**src/armPkg.sv**
```systemverilog
`default_nettype none

package armPkg;

	localparam int dataWidth    = 32;
	localparam int regAddrWidth = 4;

	// Bit positions inside the NZCV flags word
	localparam int flagN = 3;
	localparam int flagZ = 2;
	localparam int flagC = 1;
	localparam int flagV = 0;

	typedef enum logic [3:0] {
		aluAdd = 4'h0,
		aluSub = 4'h1,
		aluAnd = 4'h2,
		aluOrr = 4'h3,
		aluEor = 4'h4,
		aluMov = 4'h5,
		aluMvn = 4'h6,
		aluMul = 4'h7,
		aluMla = 4'h8
	} aluOpT;

	// ARM condition field encodings, 4'hF is left unused
	typedef enum logic [3:0] {
		condEq = 4'h0,
		condNe = 4'h1,
		condCs = 4'h2,
		condCc = 4'h3,
		condMi = 4'h4,
		condPl = 4'h5,
		condVs = 4'h6,
		condVc = 4'h7,
		condHi = 4'h8,
		condLs = 4'h9,
		condGe = 4'hA,
		condLt = 4'hB,
		condGt = 4'hC,
		condLe = 4'hD,
		condAl = 4'hE
	} condT;

	// Operand source for the forwarding muxes
	typedef enum logic [1:0] {
		fwdReg = 2'd0,
		fwdWb  = 2'd1,
		fwdMem = 2'd2
	} fwdT;

endpackage

`default_nettype wire

```
**src/alu.sv**
```systemverilog
`default_nettype none

module alu import armPkg::*; (
	input  logic [dataWidth-1:0] a,
	input  logic [dataWidth-1:0] b,
	input  logic [dataWidth-1:0] c,
	input  aluOpT                aluControl,
	output logic [dataWidth-1:0] result,
	output logic [3:0]           flags
);

	logic [dataWidth:0]   sum;
	logic [dataWidth-1:0] product;
	logic                 carry;
	logic                 overflow;

	// Only the low word of the product is kept
	assign product = a * b;

	// ~~~~~~~~~~~~~~~~~~~~~~~~~~~~~~~~~~~~~~~~~~~~~~~~~~~~~~~~~~~~~~~~~~~~~~~~
	// Adder with carry and overflow
	// ~~~~~~~~~~~~~~~~~~~~~~~~~~~~~~~~~~~~~~~~~~~~~~~~~~~~~~~~~~~~~~~~~~~~~~~~

	always_comb begin
		sum      = '0;
		carry    = 1'b0;
		overflow = 1'b0;
		case (aluControl)
			aluAdd: begin
				sum      = {1'b0, a} + {1'b0, b};
				carry    = sum[dataWidth];
				overflow = (a[dataWidth-1] == b[dataWidth-1]) &&
					(sum[dataWidth-1] != a[dataWidth-1]);
			end
			aluSub: begin
				// Carry set here means no borrow, as on ARM
				sum      = {1'b0, a} + {1'b0, ~b} + (dataWidth + 1)'(1);
				carry    = sum[dataWidth];
				overflow = (a[dataWidth-1] != b[dataWidth-1]) &&
					(sum[dataWidth-1] != a[dataWidth-1]);
			end
			default: begin
			end
		endcase
	end

	// ~~~~~~~~~~~~~~~~~~~~~~~~~~~~~~~~~~~~~~~~~~~~~~~~~~~~~~~~~~~~~~~~~~~~~~~~
	// Result select
	// ~~~~~~~~~~~~~~~~~~~~~~~~~~~~~~~~~~~~~~~~~~~~~~~~~~~~~~~~~~~~~~~~~~~~~~~~

	always_comb begin
		case (aluControl)
			aluAdd:  result = sum[dataWidth-1:0];
			aluSub:  result = sum[dataWidth-1:0];
			aluAnd:  result = a & b;
			aluOrr:  result = a | b;
			aluEor:  result = a ^ b;
			aluMov:  result = b;
			aluMvn:  result = ~b;
			aluMul:  result = product;
			aluMla:  result = product + c;
			default: result = '0;
		endcase
	end

	// N and Z follow the result for every operation
	assign flags[flagN] = result[dataWidth-1];
	assign flags[flagZ] = (result == '0);
	assign flags[flagC] = carry;
	assign flags[flagV] = overflow;

	// Decode upstream must never hand over a code outside the table
	always_comb begin
		assert final (aluControl inside {aluAdd, aluSub, aluAnd, aluOrr, aluEor,
			aluMov, aluMvn, aluMul, aluMla})
		else $error("alu: unlisted operation code %0h", aluControl);
	end

endmodule

`default_nettype wire

```
**src/condUnit.sv**
```systemverilog
`default_nettype none

module condUnit import armPkg::*; (
	input  logic       Clk,
	input  logic       rstN,
	input  logic [3:0] aluFlags,
	input  condT       cond,
	input  logic       flagWrite,
	output logic       condEx,
	output logic [3:0] flags
);

	logic n;
	logic z;
	logic cf;
	logic v;

	assign n  = flags[flagN];
	assign z  = flags[flagZ];
	assign cf = flags[flagC];
	assign v  = flags[flagV];

	// ~~~~~~~~~~~~~~~~~~~~~~~~~~~~~~~~~~~~~~~~~~~~~~~~~~~~~~~~~~~~~~~~~~~~~~~~
	// Condition check against the stored flags
	// ~~~~~~~~~~~~~~~~~~~~~~~~~~~~~~~~~~~~~~~~~~~~~~~~~~~~~~~~~~~~~~~~~~~~~~~~

	always_comb begin
		case (cond)
			condEq:  condEx = z;
			condNe:  condEx = !z;
			condCs:  condEx = cf;
			condCc:  condEx = !cf;
			condMi:  condEx = n;
			condPl:  condEx = !n;
			condVs:  condEx = v;
			condVc:  condEx = !v;
			condHi:  condEx = cf && !z;
			condLs:  condEx = !cf || z;
			condGe:  condEx = (n == v);
			condLt:  condEx = (n != v);
			condGt:  condEx = !z && (n == v);
			condLe:  condEx = z || (n != v);
			condAl:  condEx = 1'b1;
			// The spare code never executes
			default: condEx = 1'b0;
		endcase
	end

	// A failed condition leaves the flags untouched even with flagWrite set
	always_ff @(posedge Clk) begin
		if (!rstN) begin
			flags <= 4'b0000;
		end else if (flagWrite && condEx) begin
			flags <= aluFlags;
		end
	end

	// ~~~~~~~~~~~~~~~~~~~~~~~~~~~~~~~~~~~~~~~~~~~~~~~~~~~~~~~~~~~~~~~~~~~~~~~~
	// Checks
	// ~~~~~~~~~~~~~~~~~~~~~~~~~~~~~~~~~~~~~~~~~~~~~~~~~~~~~~~~~~~~~~~~~~~~~~~~

	alwaysExecutes: assert property (@(posedge Clk) disable iff (!rstN)
		(cond == condAl) |-> condEx)
	else $error("condUnit: condAl did not execute");

endmodule

`default_nettype wire

```
**src/forwardUnit.sv**
```systemverilog
`default_nettype none

module forwardUnit import armPkg::*; (
	input  logic [regAddrWidth-1:0] ra1E,
	input  logic [regAddrWidth-1:0] ra2E,
	input  logic [regAddrWidth-1:0] wa3M,
	input  logic [regAddrWidth-1:0] wa3W,
	input  logic                    regWriteM,
	input  logic                    regWriteW,
	output fwdT                     forwardA,
	output fwdT                     forwardB
);

	// Memory stage holds the younger value, so it wins over writeback
	function automatic fwdT pickSource(input logic [regAddrWidth-1:0] ra);
		fwdT sel;
		if (regWriteM && (ra == wa3M)) begin
			sel = fwdMem;
		end else if (regWriteW && (ra == wa3W)) begin
			sel = fwdWb;
		end else begin
			sel = fwdReg;
		end
		return sel;
	endfunction

	always_comb begin
		forwardA = pickSource(ra1E);
		forwardB = pickSource(ra2E);
	end

	always_comb begin
		assert final ((2'(forwardA) != 2'd3) && (2'(forwardB) != 2'd3))
		else $error("forwardUnit: select took the unused value 3");
	end

endmodule

`default_nettype wire

```
**src/pipeExeMem.sv**
```systemverilog
`default_nettype none

module pipeExeMem import armPkg::*; (
	input  logic                    Clk,
	input  logic                    rstN,
	input  logic [dataWidth-1:0]    aluResultE,
	input  logic [dataWidth-1:0]    writeDataE,
	input  logic [regAddrWidth-1:0] wa3E,
	input  logic                    pcSrcE,
	input  logic                    regWriteE,
	input  logic                    memToRegE,
	input  logic                    memWriteE,
	output logic [dataWidth-1:0]    aluResultM,
	output logic [dataWidth-1:0]    writeDataM,
	output logic [regAddrWidth-1:0] wa3M,
	output logic                    pcSrcM,
	output logic                    regWriteM,
	output logic                    memToRegM,
	output logic                    memWriteM
);

	// The controls arrive already gated by the condition check
	always_ff @(posedge Clk) begin
		if (!rstN) begin
			aluResultM <= '0;
			writeDataM <= '0;
			wa3M       <= '0;
			pcSrcM     <= 1'b0;
			regWriteM  <= 1'b0;
			memToRegM  <= 1'b0;
			memWriteM  <= 1'b0;
		end else begin
			aluResultM <= aluResultE;
			writeDataM <= writeDataE;
			wa3M       <= wa3E;
			pcSrcM     <= pcSrcE;
			regWriteM  <= regWriteE;
			memToRegM  <= memToRegE;
			memWriteM  <= memWriteE;
		end
	end

endmodule

`default_nettype wire

```
**src/executeStage.sv**
```systemverilog
`default_nettype none

module executeStage import armPkg::*; (
	input  logic                    Clk,
	input  logic                    rstN,
	input  logic [dataWidth-1:0]    dataRegA,
	input  logic [dataWidth-1:0]    dataRegB,
	input  logic [dataWidth-1:0]    dataRegC,
	input  logic [dataWidth-1:0]    ext,
	input  logic [dataWidth-1:0]    resultW,
	input  logic [regAddrWidth-1:0] wa3E,
	input  aluOpT                   aluControlE,
	input  condT                    condE,
	input  fwdT                     forwardA,
	input  fwdT                     forwardB,
	input  logic                    aluSrcE,
	input  logic                    regWriteE,
	input  logic                    pcSrcE,
	input  logic                    branchE,
	input  logic                    memToRegE,
	input  logic                    memWriteE,
	input  logic                    flagWriteE,
	output logic [dataWidth-1:0]    aluResultE,
	output logic [3:0]              flagsE,
	output logic                    branchTakenE,
	output logic [dataWidth-1:0]    aluResultM,
	output logic [dataWidth-1:0]    writeDataM,
	output logic [regAddrWidth-1:0] wa3M,
	output logic                    pcSrcM,
	output logic                    regWriteM,
	output logic                    memToRegM,
	output logic                    memWriteM
);

	logic [dataWidth-1:0] srcA;
	logic [dataWidth-1:0] fwdB;
	logic [dataWidth-1:0] srcB;
	logic [3:0]           aluFlags;
	logic                 condEx;
	logic                 regWriteG;
	logic                 pcSrcG;
	logic                 memWriteG;

	// The memory-stage source is the registered ALU result of this stage
	function automatic logic [dataWidth-1:0] fwdMux(input fwdT sel,
		input logic [dataWidth-1:0] regVal);
		logic [dataWidth-1:0] y;
		case (sel)
			fwdWb:   y = resultW;
			fwdMem:  y = aluResultM;
			default: y = regVal;
		endcase
		return y;
	endfunction

	assign srcA = fwdMux(forwardA, dataRegA);
	assign fwdB = fwdMux(forwardB, dataRegB);
	assign srcB = aluSrcE ? ext : fwdB;

	alu alu_i (.a(srcA), .b(srcB), .c(dataRegC), .aluControl(aluControlE),
		.result(aluResultE), .flags(aluFlags));

	condUnit condUnit_i (.Clk(Clk), .rstN(rstN), .aluFlags(aluFlags), .cond(condE),
		.flagWrite(flagWriteE), .condEx(condEx), .flags(flagsE));

	// Stores are gated as well so a failed store never reaches memory
	assign regWriteG    = regWriteE && condEx;
	assign pcSrcG       = pcSrcE && condEx;
	assign memWriteG    = memWriteE && condEx;
	assign branchTakenE = branchE && condEx;

	pipeExeMem pipeEM_i (.Clk(Clk), .rstN(rstN), .aluResultE(aluResultE),
		.writeDataE(fwdB), .wa3E(wa3E), .pcSrcE(pcSrcG), .regWriteE(regWriteG),
		.memToRegE(memToRegE), .memWriteE(memWriteG), .aluResultM(aluResultM),
		.writeDataM(writeDataM), .wa3M(wa3M), .pcSrcM(pcSrcM), .regWriteM(regWriteM),
		.memToRegM(memToRegM), .memWriteM(memWriteM));

	noSideEffects: assert property (@(posedge Clk) disable iff (!rstN)
		!condEx |=> !(regWriteM || pcSrcM || memWriteM))
	else $error("executeStage: a failed instruction reached the memory stage");

endmodule

`default_nettype wire

```
**src/executeTop.sv**
```systemverilog
`default_nettype none

module executeTop import armPkg::*; (
	input  logic                    Clk,
	input  logic                    rstN,
	input  logic [dataWidth-1:0]    dataRegA,
	input  logic [dataWidth-1:0]    dataRegB,
	input  logic [dataWidth-1:0]    dataRegC,
	input  logic [dataWidth-1:0]    ext,
	input  logic [regAddrWidth-1:0] ra1E,
	input  logic [regAddrWidth-1:0] ra2E,
	input  logic [regAddrWidth-1:0] wa3E,
	input  aluOpT                   aluControlE,
	input  condT                    condE,
	input  logic                    regWriteE,
	input  logic                    pcSrcE,
	input  logic                    branchE,
	input  logic                    aluSrcE,
	input  logic                    memToRegE,
	input  logic                    memWriteE,
	input  logic                    flagWriteE,
	input  logic [dataWidth-1:0]    resultW,
	input  logic [regAddrWidth-1:0] wa3W,
	input  logic                    regWriteW,
	output logic [dataWidth-1:0]    aluResultE,
	output logic [3:0]              flagsE,
	output logic                    branchTakenE,
	output logic [dataWidth-1:0]    aluResultM,
	output logic [dataWidth-1:0]    writeDataM,
	output logic [regAddrWidth-1:0] wa3M,
	output logic                    pcSrcM,
	output logic                    regWriteM,
	output logic                    memToRegM,
	output logic                    memWriteM
);

	fwdT forwardA;
	fwdT forwardB;

	// The memory-stage destination loops back from the pipeline register
	forwardUnit forwardUnit_i (.ra1E(ra1E), .ra2E(ra2E), .wa3M(wa3M), .wa3W(wa3W),
		.regWriteM(regWriteM), .regWriteW(regWriteW), .forwardA(forwardA),
		.forwardB(forwardB));

	executeStage executeStage_i (.Clk(Clk), .rstN(rstN), .dataRegA(dataRegA),
		.dataRegB(dataRegB), .dataRegC(dataRegC), .ext(ext), .resultW(resultW),
		.wa3E(wa3E), .aluControlE(aluControlE), .condE(condE), .forwardA(forwardA),
		.forwardB(forwardB), .aluSrcE(aluSrcE), .regWriteE(regWriteE),
		.pcSrcE(pcSrcE), .branchE(branchE), .memToRegE(memToRegE),
		.memWriteE(memWriteE), .flagWriteE(flagWriteE), .aluResultE(aluResultE),
		.flagsE(flagsE), .branchTakenE(branchTakenE), .aluResultM(aluResultM),
		.writeDataM(writeDataM), .wa3M(wa3M), .pcSrcM(pcSrcM),
		.regWriteM(regWriteM), .memToRegM(memToRegM), .memWriteM(memWriteM));

endmodule

`default_nettype wire

```
**config.mk**
```make
export PLATFORM = sky130hd
export DESIGN_NAME = executeTop
export DESIGN_NICKNAME = d
export VERILOG_FILES = /design/src/armPkg.sv /design/src/alu.sv /design/src/condUnit.sv /design/src/forwardUnit.sv /design/src/pipeExeMem.sv /design/src/executeStage.sv /design/src/executeTop.sv
export SDC_FILE = /design/constraint.sdc
export NUM_CORES = 2
export LEC_CHECK = 0
export ABC_AREA = 1
export BUFFER_PORTS_ARGS = -buffer_cell sky130_fd_sc_hd__buf_2
export CORE_MARGIN = 10
export CORE_UTILIZATION = 30
export DETAILED_ROUTE_END_ITERATION = 10
export SYNTH_ARGS = -nofsm -noshare
export SYNTH_HDL_FRONTEND = slang
export SYNTH_SLANG_ARGS = --single-unit
```
**constraint.sdc**
```tcl
create_clock -name Clk -period 12.8 [get_ports Clk]
set_input_delay 0 -clock Clk [delete_from_list [all_inputs] [get_ports Clk]]
set_output_delay 0 -clock Clk [all_outputs]
set_load 0.01 [all_outputs]
```
== Yosys cells after proc, flatten, opt, wreduce, memory -nomap -nowiden ==
Index checks and enable logic that the tools add are counted.
Word-level totals
  input port bits: 194
  output and inout bits: 109
  bits in registers: 76
  logic and storage cells: 88
Cells by class
  $add $sub $neg: 4
  multipliers: 1
  bitwise operators: 4
  equal/unequal tests: 36
  mux-type cells: 12
  reductions and logical operators: 23
Operator list (number)
  $pmux 32 s8: 1
  $pmux 32 s2: 2
  $add 32x32->33: 2
  $mux 32: 2
  $add 33x1->33 const B: 1
  $add 32x32->32: 1
  $and 32x32->32: 1
  $eq 4x3->1 const B: 8
  $eq 4x4->1 const B: 8
  $logic_not 32->1: 1
  $mul 32x32->32: 1
  $not 32->32: 1
  $or 32x32->32: 1
  $xor 32x32->32: 1
  $eq 4x2->1 const B: 4
  $eq 4x4->1: 4
  $pmux 1 s15: 1
  $logic_and 1x1->1: 13
  $eq 4x1->1 const B: 2
  $logic_not 4->1: 2
  $eq 2x1->1 const B: 2
  $eq 2x2->1 const B: 2
  $logic_not 1->1: 4
  $mux 2: 2
  6 further kinds: 13

== Longest topological paths before layout ==
  word-level depth: 13
  depth in mapped cells: 62
  mapped depth without buffers: 58

== Cells and area by module ==
Synthesis repeated with hierarchy kept, for this count alone.
Unflattened totals
  cells, all modules: 4504
  area, all modules: 29398.2 µm²
By module, submodules not included
  alu: times used 1, cells an instance 3670, area an instance 24317.1 µm², sequential area each 0.0 µm²
  executeStage: times used 1, cells an instance 468, area an instance 2327.2 µm², sequential area each 0.0 µm²
  pipeExeMem: times used 1, cells an instance 224, area an instance 2072.0 µm², sequential area each 1441.4 µm²
  condUnit: times used 1, cells an instance 77, area an instance 402.9 µm², sequential area each 80.1 µm²
  forwardUnit: times used 1, cells an instance 65, area an instance 279.0 µm², sequential area each 0.0 µm²

== Worst setup path after synthesis ==
Ideal clock, no wire load.
  path kind: register -> register
  from: reg executeStage_i.pipeEM_i.wa3M[1]
  to: reg executeStage_i.condUnit_i.flags[2]
  arrival time: 9.203 ns
  stages on the path, launching flop included: 51
  path buffers: 4
  path slack: 3.526 ns
  data required time: 12.729 ns
  cell sequence: dfxtp_1 > inv_1 > nand2_1 > nand2_1 > nor2_1 > nand3b_1 > buf_4 > inv_2 > buf_6 > nand2_1 > nand3_1 > nand2_1 > nand2_1 > clkbuf_1 > clkbuf_1 > nor2_1 > fa_1 > inv_1 > [15 not listed] > or2_2 > and2_1 > ha_1 > nand2_1 > nor2_1 > a211oi_1 > nand2_1 > nand2_1 > nand2_1 > nor2_1 > nor3_1 > nor2_1 > nand2_1 > nor2_1 > nand4_1 > nor2_1 > nand3_1 > a21oi_1
On the way
  word-level cells in the longest chain between the ends: 12
RTL lines
  from (decl): line pipeExeMem.sv:15  | output logic [regAddrWidth-1:0] wa3M,
  from (signal assigned): line pipeExeMem.sv:35  | wa3M <= wa3E;
  branches (longest 10 deep; another with $mul 32x32->32)
  $pmux 32 s8 *: line alu.sv:52  | case (aluControl)
  $logic_not 32->1 *: line alu.sv:68  | assign flags[flagZ] = (result == '0);
  to (signal assigned): line condUnit.sv:54  | flags <= aluFlags;
  to (decl): line condUnit.sv:10  | output logic [3:0] flags
Mark *: on every way between the ends.
A chain may end at the register's enable or synchronous reset.

== Final worst setup path ==
  from: reg executeStage_i.pipeEM_i.wa3M[2]
  to: reg executeStage_i.condUnit_i.flags[2]
Same word-level chain as after synthesis.

==> out/qor.csv <==
stage,metric,value,unit
sta,final hold vios,0,
critical_path,WP buf/inv,6,
place,gpl congestion,1.04,
finish,Synth-to-Final Area Change,12.3,%
floorplanning,Initial Util,0.303,
global_route,initial antenna violation count,6,
floorplanning,core footprint,0.0901,mm^2
critical_path,data required time of the worst path,13070,ps
critical_path,CP top delay family,adder cells,
routing,Met3 Wirelength,11700,um
logic_synthesis,simple-gate share of the synthesized area,0.283,
logic_synthesis,main combinational cell family by area after synthesis,adder cells,
logic_synthesis,Post-Synth XOR/XNOR Area,0.0177,
sta,Slew @ Worst Pin,1190,ps
sta,unrepaired setup endpoints after global routing,no,
critical_path,crit-path max FO,46,
sta,period utilization,0.943,
logic_synthesis,Syn Nets,4832,
floorplanning,Die Height,322,um
logic_synthesis,Syn Area/Cell,6.86,um^2
sta,Final WS setup,726,ps
logic_synthesis,area fraction in compound gates after synthesis,0.0968,
critical_path,CP Class,register to register,
finish,Final Cell Area,0.0306,mm^2
routing,Detailed Routing Iterations Pass 1,6,
clocking,CTS Sinks,76,
routing,initial DRC count,2945,
global_route,vias in the first global route,28528,
logic_synthesis,Post-synth ARST share,0,
logic_synthesis,multiplexer share of the synthesized area,0.000734,
place,post-DP HPWL,113000,um
logic_synthesis,"Distinct cells, synth",65,
finish,most frequent cells in the layout,"855 x nand2_1, 745 x inv_1, 575 x nor2_1, 411 x fa_1, 302 x buf_2",
critical_path,"most used cell, CP",fa_1,
logic_synthesis,Synth Flop Type,dfxtp_1,
finish,layout cells sized above 1,0.119,
logic_synthesis,post-synthesis adder-cell area fraction,0.416,
sta,FMAX,82.8,MHz
routing,uppermost layer routed,met4,
run,Max Cap Viol,0,
floorplanning,IO Count,303,
routing,wl on met1,53800,um
finish,Fill cells,9735,
place,Port Buffers,302,
clocking,clock buffer depth,2,
status,outcome,finished clean,
clocking,post-CTS setup buffers,0,
finish,NumNets Final,5089,
clocking,"CTS clk-pin slew, worst paths",60,ps
sta,max-slew violation count,0,
routing,Avg WL per Cell,24.8,um
clocking,Num CTS Buffers,9,
critical_path,"Arr. time, crit path",12350,ps
global_route,grt total ovfl,0,
clocking,clk root buf,clkbuf_16,
logic_synthesis,Post-synth EDFFs,0,
floorplanning,floorplan row count,110,
global_route,total track usage,0.252,
critical_path,slowest stage cell on the critical path,inv_1,
logic_synthesis,register area share after synthesis,0.0558,
logic_synthesis,post-synthesis cell area,0.0273,mm^2
routing,"antenna viol nets, final",0,
routing,WL met2,61600,um
routing,Vias,28503,
sta,Setup-failing EPs final,0,
floorplanning,Die W,322,um
clocking,clk_lat worst skew,360,ps
logic_synthesis,Ys Warns,0,
sta,Setup Skew,9.54,ps
sta,Slew HR,0.203,
critical_path,crit path launch type,register,
floorplanning,Die ar.,0.103,mm^2
finish,"leading cell type in the layout, fill and taps excluded",nand2_1,
global_route,largest net degree at the start of global routing,57,
global_route,first-pass GRT wire length,194000,um
routing,drt drc,0,
clocking,CTS tree,done,
logic_synthesis,#FFs+latches synth,76,
sta,setup TNS,0,ps
critical_path,Crit. End Element,register,
routing,vias per cell,5.26,
sta,post-route minimum period,12070,ps
place,Post-Place Worst Slack,812,ps
place,DP Area,0.0302,mm^2
logic_synthesis,Mapped Cells,3977,
critical_path,max incr delay on CP,820,ps
sta,worst hold margin,17.1,ps
clocking,# H-tree levels,3,
hold_path,worst hold-check path type,input pin to register,
routing,drt total wl,135000,um
synth_stat cells (4+ instances only):
library cell / instances / area (um^2)
or2_1: 6 / 37.5
nand4_1: 45 / 282
xnor2_1: 22 / 193
nand2_2: 9 / 56.3
buf_6: 4 / 45.0
inv_1: 746 / 2800
or2_2: 41 / 257
nor3_4: 4 / 65.1
clkbuf_1: 88 / 330
nor3_1: 22 / 110
nor2_2: 11 / 68.8
o21bai_1: 6 / 45.0
o31ai_1: 5 / 37.5
nand3_1: 184 / 921
o22ai_1: 37 / 231
buf_4: 9 / 67.6
fa_1: 411 / 8230
buf_1: 22 / 82.6
clkinv_1: 13 / 48.8
dfxtp_1: 76 / 1520
o211ai_1: 22 / 165
o221ai_1: 11 / 96.3
xor2_1: 33 / 289
nor2_4: 10 / 113
a21oi_1: 173 / 866
o21ai_1: 7 / 35.0
buf_2: 18 / 90.1
a31oi_1: 5 / 31.3
nand2_1: 856 / 3210
o21ai_0: 119 / 596
o2111ai_1: 7 / 61.3
inv_2: 15 / 56.3
a21boi_0: 4 / 30.0
nand3b_1: 39 / 293
a211oi_1: 6 / 45.0
nor2_1: 575 / 2160
a21o_1: 15 / 113
ha_1: 250 / 3130
o21a_1: 12 / 90.1
final timing paths:
check	from	end	slack, ps	cells past startpoint
min	dataRegB[10]	executeStage_i.pipeEM_i.writeDataM[10]	20	5
max reg2reg	executeStage_i.pipeEM_i.wa3M[2]	executeStage_i.condUnit_i.flags[2]	730	39
min reg2reg	executeStage_i.condUnit_i.flags[2]	executeStage_i.condUnit_i.flags[2]	580	2
max	executeStage_i.pipeEM_i.wa3M[2]	executeStage_i.condUnit_i.flags[2]	730	39
cells by family after synthesis:
kind of cell    after synthesis
simple gates               1818
buf+inv                     917
fa+ha+maj                   661
compound gates              448
flops                        76
xor+xnor                     55
mux                           2
worst register-to-register path, delay by kind of cell, from the launching register on:
kind	cells	cell delay, ps
compound gates	6	1260
xor+xnor	2	710
fa+ha+maj	10	4860
buf+inv	6	1810
flops	1	380
simple gates	15	2950
repair_timing:
action	in CTS	in global routing
hold buffers	11	0
hold endpoints to repair	11	0
setup endpoints to repair	0	0
gates resized for setup	0	0
flip-flops by register name (all words and copies together), names as in the netlist:
| signal | cells |
|---|---|
| executeStage_i.pipeEM_i.writeDataM | 32 |
| executeStage_i.pipeEM_i.regWriteM | 1 |
| executeStage_i.pipeEM_i.wa3M | 4 |
| executeStage_i.pipeEM_i.aluResultM | 32 |
| executeStage_i.condUnit_i.flags | 4 |
| executeStage_i.pipeEM_i.memToRegM | 1 |
| executeStage_i.pipeEM_i.pcSrcM | 1 |
| executeStage_i.pipeEM_i.memWriteM | 1 |
layout make-up:
type	instances	area [um^2]	share of cell area
Multi-Input combinational cell	2984	22200	0.726
Inverter	776	2920	0.0952
Tap cell	1176	1470	0.0480
Clock buffer	11	243	0.00792
Timing Repair Buffer	387	2180	0.0711
Clock inverter	4	48.8	0.00159
Antenna cell	6	15.0	0.000490
Sequential cell	76	1520	0.0497
per-stage QoR:
step,cells,utilization
final,5420,0.340
after floorplan,3977,-
after detailed placement,5388,0.335
after global placement,5388,0.335
after CTS,5414,0.340
after global routing,5417,0.340
routing by layer:
layer,up-vias,track usage
met5,-,0
met4,0,0.116
met3,282,0.0377
met2,1488,0.409
met1,14009,0.328
li1,12724,-
Power is left out: the tool's default activity adds up to more than one toggle a clock period on the data nets, which glitch-free logic cannot reach.
